[src/verilog/dbg_pkg.sv]
package dbg_pkg;

  // Serial bits are kept short so that simulation stays fast
  localparam int clks_per_bit = 8;
  localparam int cnt_w = $clog2(clks_per_bit);
  localparam logic [cnt_w-1:0] bit_last = cnt_w'(clks_per_bit - 1);

  // The receiver sees the line two cycles late through its synchronizer,
  // so the half-bit count is shortened to land on the true middle
  localparam logic [cnt_w-1:0] bit_half = cnt_w'(clks_per_bit / 2 - 2);

  // GPIO bank geometry
  localparam int num_slots = 4;
  localparam int slot_w = 2;
  localparam int data_w = 8;

  // Bits 5:2 of the command byte carry no meaning
  localparam int cmd_write_bit = 7;
  localparam int cmd_input_bit = 6;

  // Bridge FSM encodings
  localparam int st_w = 3;
  localparam logic [st_w-1:0] st_idle = 3'd0;
  localparam logic [st_w-1:0] st_wait_data = 3'd1;
  localparam logic [st_w-1:0] st_rd_issue = 3'd2;
  localparam logic [st_w-1:0] st_rd_wait = 3'd3;
  localparam logic [st_w-1:0] st_send = 3'd4;

endpackage

[src/verilog/io_bus_if.sv]
`timescale 1ns/100ps

interface io_bus_if;

  // Single-cycle strobes from the bridge
  logic wen;
  logic ren;

  // Target slot and source select, held from the last command byte
  logic [dbg_pkg::slot_w-1:0] slot;
  logic sel_in;

  logic [dbg_pkg::data_w-1:0] wdata;
  logic [dbg_pkg::data_w-1:0] rdata;
  logic rdata_valid;

  modport bridge_mp (
    output wen, ren, slot, sel_in, wdata,
    input rdata, rdata_valid
  );

  modport slot_mp (
    input wen, slot, wdata
  );

  modport mux_mp (
    input ren, slot, sel_in,
    output rdata, rdata_valid
  );

endinterface

[src/verilog/uart_rx.sv]
`timescale 1ns/100ps

module uart_rx (
  input  logic       clk,
  input  logic       reset,
  input  logic       urx_pin,
  output logic       urx_valid,
  output logic [7:0] urx_data,
  input  logic       urx_ready
);

  logic [1:0] pin_sync;
  logic rx_s;
  logic busy;
  logic [dbg_pkg::cnt_w-1:0] cnt;
  // Frame position 0 is the start bit, 1 to 8 are the data bits and 9 is the stop bit
  logic [3:0] bit_idx;
  logic [7:0] shift_q;

  assign rx_s = pin_sync[1];

  always_ff @(posedge clk) begin
    if (reset) begin
      pin_sync <= 2'b11;
    end else begin
      pin_sync <= {pin_sync[0], urx_pin};
    end
  end

  always_ff @(posedge clk) begin
    if (reset) begin
      busy <= 1'b0;
      cnt <= '0;
      bit_idx <= 4'd0;
      urx_valid <= 1'b0;
    end else begin
      if (urx_valid && urx_ready) begin
        urx_valid <= 1'b0;
      end
      if (!busy) begin
        // A low level on an idle line is taken as a start edge
        if (!rx_s) begin
          busy <= 1'b1;
          cnt <= '0;
          bit_idx <= 4'd0;
        end
      end else if (bit_idx == 4'd0) begin
        if (cnt == dbg_pkg::bit_half) begin
          cnt <= '0;
          if (rx_s) begin
            // A line that is back high by mid start bit was only a glitch
            busy <= 1'b0;
          end else begin
            bit_idx <= 4'd1;
          end
        end else begin
          cnt <= cnt + 1'b1;
        end
      end else if (cnt == dbg_pkg::bit_last) begin
        cnt <= '0;
        if (bit_idx == 4'd9) begin
          busy <= 1'b0;
          // A byte finished while the last one is still pending is lost
          if (rx_s && !urx_valid) begin
            urx_valid <= 1'b1;
          end
        end else begin
          bit_idx <= bit_idx + 4'd1;
        end
      end else begin
        cnt <= cnt + 1'b1;
      end
    end
  end

  // Data bits arrive LSB first
  always_ff @(posedge clk) begin
    if (busy && bit_idx != 4'd0 && cnt == dbg_pkg::bit_last) begin
      if (bit_idx == 4'd9) begin
        if (rx_s && !urx_valid) begin
          urx_data <= shift_q;
        end
      end else begin
        shift_q <= {rx_s, shift_q[7:1]};
      end
    end
  end

endmodule

[src/verilog/uart_tx.sv]
`timescale 1ns/100ps

module uart_tx (
  input  logic       clk,
  input  logic       reset,
  input  logic       utx_valid,
  input  logic [7:0] utx_data,
  output logic       utx_ready,
  output logic       utx_pin
);

  logic busy;
  logic [dbg_pkg::cnt_w-1:0] cnt;
  logic [3:0] bits_left;
  // Stop bit, data LSB first, start bit in position 0
  logic [9:0] frame_q;

  assign utx_ready = !busy;

  // The line idles high between frames
  assign utx_pin = busy ? frame_q[0] : 1'b1;

  always_ff @(posedge clk) begin
    if (reset) begin
      busy <= 1'b0;
      cnt <= '0;
      bits_left <= 4'd0;
    end else if (!busy) begin
      if (utx_valid) begin
        busy <= 1'b1;
        cnt <= '0;
        bits_left <= 4'd10;
      end
    end else if (cnt == dbg_pkg::bit_last) begin
      cnt <= '0;
      bits_left <= bits_left - 4'd1;
      if (bits_left == 4'd1) begin
        busy <= 1'b0;
      end
    end else begin
      cnt <= cnt + 1'b1;
    end
  end

  always_ff @(posedge clk) begin
    if (!busy && utx_valid) begin
      frame_q <= {1'b1, utx_data, 1'b0};
    end else if (busy && cnt == dbg_pkg::bit_last) begin
      frame_q <= {1'b1, frame_q[9:1]};
    end
  end

endmodule

[src/verilog/dbg_bridge.sv]
`timescale 1ns/100ps

module dbg_bridge (
  input  logic       clk,
  input  logic       reset,
  input  logic       urx_valid,
  input  logic [7:0] urx_data,
  output logic       urx_ready,
  output logic       utx_valid,
  output logic [7:0] utx_data,
  input  logic       utx_ready,
  io_bus_if.bridge_mp bus
);

  logic [dbg_pkg::st_w-1:0] state;
  logic [dbg_pkg::slot_w-1:0] cmd_slot;
  logic cmd_sel_in;
  // Holds the write data byte, and later the read reply for the transmitter
  logic [dbg_pkg::data_w-1:0] data_q;

  // Bytes are only taken while no read is outstanding
  assign urx_ready = (state == dbg_pkg::st_idle) || (state == dbg_pkg::st_wait_data);
  assign utx_valid = (state == dbg_pkg::st_send);
  assign utx_data = data_q;

  assign bus.slot = cmd_slot;
  assign bus.sel_in = cmd_sel_in;
  assign bus.wdata = data_q;

  always_ff @(posedge clk) begin
    if (reset) begin
      state <= dbg_pkg::st_idle;
      bus.wen <= 1'b0;
      bus.ren <= 1'b0;
    end else begin
      bus.wen <= 1'b0;
      bus.ren <= 1'b0;
      case (state)
        dbg_pkg::st_idle: begin
          if (urx_valid) begin
            if (urx_data[dbg_pkg::cmd_write_bit]) begin
              state <= dbg_pkg::st_wait_data;
            end else begin
              bus.ren <= 1'b1;
              state <= dbg_pkg::st_rd_issue;
            end
          end
        end
        dbg_pkg::st_wait_data: begin
          if (urx_valid) begin
            bus.wen <= 1'b1;
            state <= dbg_pkg::st_idle;
          end
        end
        // The ren pulse is on the bus during this state
        dbg_pkg::st_rd_issue: state <= dbg_pkg::st_rd_wait;
        dbg_pkg::st_rd_wait: begin
          if (bus.rdata_valid) begin
            state <= dbg_pkg::st_send;
          end
        end
        dbg_pkg::st_send: begin
          if (utx_ready) begin
            state <= dbg_pkg::st_idle;
          end
        end
        default: state <= dbg_pkg::st_idle;
      endcase
    end
  end

  always_ff @(posedge clk) begin
    if (state == dbg_pkg::st_idle && urx_valid) begin
      cmd_slot <= urx_data[dbg_pkg::slot_w-1:0];
      cmd_sel_in <= urx_data[dbg_pkg::cmd_input_bit];
    end
    if (state == dbg_pkg::st_wait_data && urx_valid) begin
      data_q <= urx_data;
    end else if (state == dbg_pkg::st_rd_wait && bus.rdata_valid) begin
      data_q <= bus.rdata;
    end
  end

endmodule

[src/verilog/io_slot.sv]
`timescale 1ns/100ps

module io_slot #(
  parameter logic [dbg_pkg::slot_w-1:0] slot_id = '0
) (
  input  logic                       clk,
  input  logic                       reset,
  io_bus_if.slot_mp                  bus,
  input  logic [dbg_pkg::data_w-1:0] pin_in,
  output logic [dbg_pkg::data_w-1:0] pin_out,
  output logic [dbg_pkg::data_w-1:0] in_sync
);

  logic hit;
  logic [dbg_pkg::data_w-1:0] in_meta;

  // Each slot decodes its own address off the shared bus
  assign hit = bus.wen && (bus.slot == slot_id);

  always_ff @(posedge clk) begin
    if (reset) begin
      pin_out <= '0;
    end else if (hit) begin
      pin_out <= bus.wdata;
    end
  end

  // Board pins are asynchronous and pass two flops before anything reads them
  always_ff @(posedge clk) begin
    in_meta <= pin_in;
    in_sync <= in_meta;
  end

endmodule

[src/verilog/io_read_mux.sv]
`timescale 1ns/100ps

module io_read_mux (
  input logic                       clk,
  input logic                       reset,
  io_bus_if.mux_mp                  bus,
  input logic [dbg_pkg::data_w-1:0] out_regs [dbg_pkg::num_slots],
  input logic [dbg_pkg::data_w-1:0] in_regs  [dbg_pkg::num_slots]
);

  always_ff @(posedge clk) begin
    if (reset) begin
      bus.rdata_valid <= 1'b0;
    end else begin
      bus.rdata_valid <= bus.ren;
    end
  end

  // sel_in picks the pin side over the output register
  always_ff @(posedge clk) begin
    if (bus.ren) begin
      if (bus.sel_in) begin
        bus.rdata <= in_regs[bus.slot];
      end else begin
        bus.rdata <= out_regs[bus.slot];
      end
    end
  end

endmodule

[src/verilog/dbg_io_top.sv]
`timescale 1ns/100ps

module dbg_io_top (
  input  logic                                         clk,
  input  logic                                         reset,
  input  logic                                         uart_rx_pin,
  output logic                                         uart_tx_pin,
  input  logic [dbg_pkg::num_slots*dbg_pkg::data_w-1:0] gpio_in,
  output wire  [dbg_pkg::num_slots*dbg_pkg::data_w-1:0] gpio_out
);

  logic urx_valid;
  logic [7:0] urx_data;
  logic urx_ready;
  logic utx_valid;
  logic [7:0] utx_data;
  logic utx_ready;

  logic [dbg_pkg::data_w-1:0] out_regs [dbg_pkg::num_slots];
  logic [dbg_pkg::data_w-1:0] in_regs [dbg_pkg::num_slots];

  io_bus_if bus ();

  uart_rx uart_rx_i (
    .clk      (clk),
    .reset    (reset),
    .urx_pin  (uart_rx_pin),
    .urx_valid(urx_valid),
    .urx_data (urx_data),
    .urx_ready(urx_ready)
  );

  uart_tx uart_tx_i (
    .clk      (clk),
    .reset    (reset),
    .utx_valid(utx_valid),
    .utx_data (utx_data),
    .utx_ready(utx_ready),
    .utx_pin  (uart_tx_pin)
  );

  dbg_bridge bridge_i (
    .clk      (clk),
    .reset    (reset),
    .urx_valid(urx_valid),
    .urx_data (urx_data),
    .urx_ready(urx_ready),
    .utx_valid(utx_valid),
    .utx_data (utx_data),
    .utx_ready(utx_ready),
    .bus      (bus.bridge_mp)
  );

  // Slot k owns byte k of the pin vectors
  for (genvar k = 0; k < dbg_pkg::num_slots; k++) begin : g_slot
    io_slot #(
      .slot_id(dbg_pkg::slot_w'(k))
    ) slot_i (
      .clk    (clk),
      .reset  (reset),
      .bus    (bus.slot_mp),
      .pin_in (gpio_in[k*dbg_pkg::data_w +: dbg_pkg::data_w]),
      .pin_out(out_regs[k]),
      .in_sync(in_regs[k])
    );
    assign gpio_out[k*dbg_pkg::data_w +: dbg_pkg::data_w] = out_regs[k];
  end

  io_read_mux read_mux_i (
    .clk     (clk),
    .reset   (reset),
    .bus     (bus.mux_mp),
    .out_regs(out_regs),
    .in_regs (in_regs)
  );

endmodule

[config.mk]
export PLATFORM = sky130hd
export DESIGN_NAME = dbg_io_top
export DESIGN_NICKNAME = d
export VERILOG_FILES = /design/src/verilog/dbg_pkg.sv /design/src/verilog/io_bus_if.sv /design/src/verilog/uart_rx.sv /design/src/verilog/uart_tx.sv /design/src/verilog/dbg_bridge.sv /design/src/verilog/io_slot.sv /design/src/verilog/io_read_mux.sv /design/src/verilog/dbg_io_top.sv
export SDC_FILE = /design/constraint.sdc
export NUM_CORES = 1
export LEC_CHECK = 0
export BUFFER_PORTS_ARGS = -buffer_cell sky130_fd_sc_hd__buf_2
export CAP_MARGIN = 25
export CORE_ASPECT_RATIO = 1.5
export CORE_MARGIN = 5
export CORE_UTILIZATION = 30
export DETAILED_ROUTE_END_ITERATION = 7
export MAX_ROUTING_LAYER = met4
export PLACE_DENSITY_LB_ADDON = 0.2
export RECOVER_POWER = 50
export SKIP_CTS_REPAIR_TIMING = 1
export SYNTH_ARGS = -nofsm -noshare
export SYNTH_HDL_FRONTEND = slang
export SYNTH_SLANG_ARGS = --single-unit
export TNS_END_PERCENT = 100
[constraint.sdc]
create_clock -name clk -period 2.2 [get_ports clk]
set_clock_uncertainty 0.2 [all_clocks]
set_input_delay 0.11 -clock clk [delete_from_list [all_inputs] [get_ports clk]]
set_output_delay 0.11 -clock clk [all_outputs]
set_load 0.05 [all_outputs]
==> results.toml <==
[worst_setup_path]
reg2reg_depth = 5
cpMaxStageDelayCell = "and4b_1"
rrSetupSlack_ns = 0.20
critPathMostFrequentCell = "ha_1"
path_cells = "ha_1 > ha_1 > nand2_1 > nor3_1 > and4b_1"
worstPathRequired_ns = 2.09
rr_startpoint = "uart_rx_i.cnt[0]"
cp-start-kind = "flip-flop"
arrival_ns = 1.89
cp_slowest_stage_delay_ns = 0.46
worstSetupEndpointType = "flip-flop"
crit_fanout = 9
reg2reg_to = "uart_rx_i.urx_data[6]"
path_class = "reg2reg"

[global_routing]
track_usage_pct = 11.0
grt_max_degree = 40
grt_pass1_wl_um = 18300
grt_pass1_vias = 3475
antenna_found_initial = 0
overflow = 0

[final_layout]
nFillCells = 1805
diodes = 0
drive_gt1_share_pct = 23.4
final_cells = 791
area_growth_pct = 26.7
final_net_count = 568
register_area_mm2 = 0.00373
multi_input_area_mm2 = 0.00187

[route]
avgViaCountPerCell = 4.38
wl_per_cell_um = 14.1
drc = 0
dr.pass1.iters = 4
ant_nets = 0
drtIter0Drc = 209
routed_wl_um = 11200
routed-via-count = 3463

[placement]
post-place-cells = 724
globalplace.congestion = 0.747
dpl.hpwl_um = 8030
io_buffers = 67

[flow_run]
cap_violations = 0

[yosys]
yosysTopAreaCellShare_pct = 42.5
synth_fp_nets = 456
synth_top_area_cell = "dfxtp_1"
ys_async_sr_fraction_pct = 0
synth_most_common_cell = "dfxtp_1"
syn_inst = 410
synth_edf_count = 43
ys_ff_latch = 165
seq_area_frac_synth_pct = 64.9
ys.flop_type = "dfxtp_1"
yosys-top-cells-area = "dfxtp_1 42%, edfxtp_1 22%, mux4_2 6.3%"
ys.warnings.count = 0
synth_cell_types = 52
synth_common_cells = "122 x dfxtp_1, 43 x edfxtp_1, 39 x nor2_1"
syn_avg_cell_area_um2 = 14.0
syn-cell-area_mm2 = 0.00575

[hold_path]
whs_endpoint = "g_slot[0].slot_i.in_meta[6]"
hp-start = "gpio_in[6]"
min_path_type = "in2reg"
holdPathStages = 2

[floorplanning]
die_x_um = 123
die_h_um = 180
dieArea_mm2 = 0.0221
ioPinCount = 68
fp.coreArea_mm2 = 0.0190
start_util_pct = 30.3
rows = 62

[power]
vdd_ir_drop_max_uv = 508
p_leak_uw = 0.00284
powerDensity_mw_per_mm2 = 853

[sta]
maxSlewHeadroom_pct = 46.3
min_period_ns = 2.00
setup_tns_ns = 0
timing.fmax_ghz = 0.499
report.final.slew_viol_count = 0
hold_viol_final = 0
tightest_slew_ns = 0.805
rsz0062_at_grt = "no"
fin_crit_sh_pct = 91.1
setup_viol = 0

[clock_tree]
cts-htree-levels = 4
clk_path_buf_depth = 2
path_clk_slew_ns = 0.07
clock-root-buffer = "clkbuf_16"
cts_tree = "built"
cts_buffers = 17
cts_sinks = 165
clk_latency_ns = 0.42

[status]
status = "completed"
[power breakdown]
group / total, uW / switching (uW) / internal, uW / leakage [uW]
clock: 2910 / 1370 / 1540 / 0.000296
sequential: 3180 / 19.6 / 3160 / 0.00139
combinational: 124 / 42.3 / 81.6 / 0.00116
total: 6220 / 1430 / 4780 / 0.00284
[state kept, by name, summed over array words and instances (netlist names), 2 cells and up]
name,flops
uart_rx_i.bit_idx,4
g_slot.slot_i.in_sync,32
bridge_i.bus.wdata,8
uart_rx_i.urx_data,8
read_mux_i.bus.rdata,8
bridge_i.bus.slot,2
g_slot.slot_i.pin_out,32
uart_rx_i.pin_sync,2
uart_tx_i.bits_left,4
uart_tx_i.frame_q,9
bridge_i.state,3
g_slot.slot_i.in_meta,32
uart_rx_i.shift_q,8
uart_rx_i.cnt,3
uart_tx_i.cnt,3
[cell type report]
type	count	area share [%]
clock buffer	17	5.84
inverter	9	0.463
multi-input combinational	216	25.6
tap	256	4.39
clock inverter	15	2.45
timing repair buffer	113	10.0
sequential	165	51.2
[worst max-delay path by stage]
| stage | start | endpoint | slack (ns) | cells past startpoint |
|---|---|---|---|---|
| after floorplan | uart_rx_i.cnt[0] | uart_rx_i.urx_data[0] | 0.37 | 5 |
| final | uart_rx_i.cnt[0] | uart_rx_i.urx_data[6] | 0.20 | 5 |
| after detailed placement | uart_rx_i.cnt[0] | uart_rx_i.urx_data[0] | 0.18 | 5 |
| after global routing | uart_rx_i.cnt[0] | uart_rx_i.urx_data[5] | 0.03 | 5 |
| after global placement | uart_rx_i.cnt[0] | uart_rx_i.urx_data[0] | 0.21 | 5 |
| after CTS | uart_rx_i.cnt[0] | uart_rx_i.urx_data[6] | 0.18 | 5 |
[cells by family after synthesis]
logic type	share of synthesized area [%]
flops	64.9
simple gates	9.37
xor+xnor	0.152
compound gates	5.39
mux	15.1
buf+inv	2.65
fa+ha+maj	2.39
[routing by layer]
layer | vias to the layer above | routed length (um) | part of all wire [%] | track usage [%]
li1 | 1703 | - | - | -
met1 | 1664 | 4750 | 43 | 12.9
met2 | 80 | 5690 | 51 | 17.6
met3 | 16 | 493 | 4.4 | 2.45
met4 | 0 | 246 | 2.2 | 5.45
met5 | - | 0 | 0 | -
[cell usage in the layout (no fill, tap or decap), types with 2 or more instances in the layout]
cell / n
inv_8: 5
inv_1: 9
nand2b_1: 3
buf_4: 11
nor3b_1: 2
clkbuf_1: 30
nand3b_1: 7
dfxtp_1: 122
inv_6: 2
dlygate4sd3_1: 35
mux4_2: 16
nor3_1: 9
mux2_2: 16
a22oi_1: 2
ha_1: 11
buf_2: 37
a32o_1: 2
edfxtp_1: 43
nor4b_1: 2
nand2_1: 15
a211oi_1: 2
mux2i_1: 33
a22o_1: 7
clkinv_8: 5
o21a_1: 6
or2_2: 2
clkbuf_16: 17
nor2b_1: 3
nand3_1: 4
nor2_1: 39
a21oi_1: 11
clkinv_4: 2
[critical path: cells and delay by family (launching register included)]
family                     cells  cell delay [ns]
and+or+nand+nor                3             0.78
DFF                            1             0.38
adders and majority gates      2             0.31
[metrics by stage]
stage	hold slack [ns]	worst slack, ns	util [%]	area, um^2	power [uW]
2_1_floorplan	-0.0623	0.367	-	5750	3280
3_3_place_gp	0.0117	0.208	33.5	6370	3330
3_5_place_dp	0.0136	0.181	33.5	6370	3330
4_1_cts	-0.448	0.178	36.7	6980	6270
5_1_grt	0.0869	0.0255	38.4	7290	6450
6_report	0.114	0.196	38.4	7290	6220
Note: power is estimated with default switching activity, not from simulation.
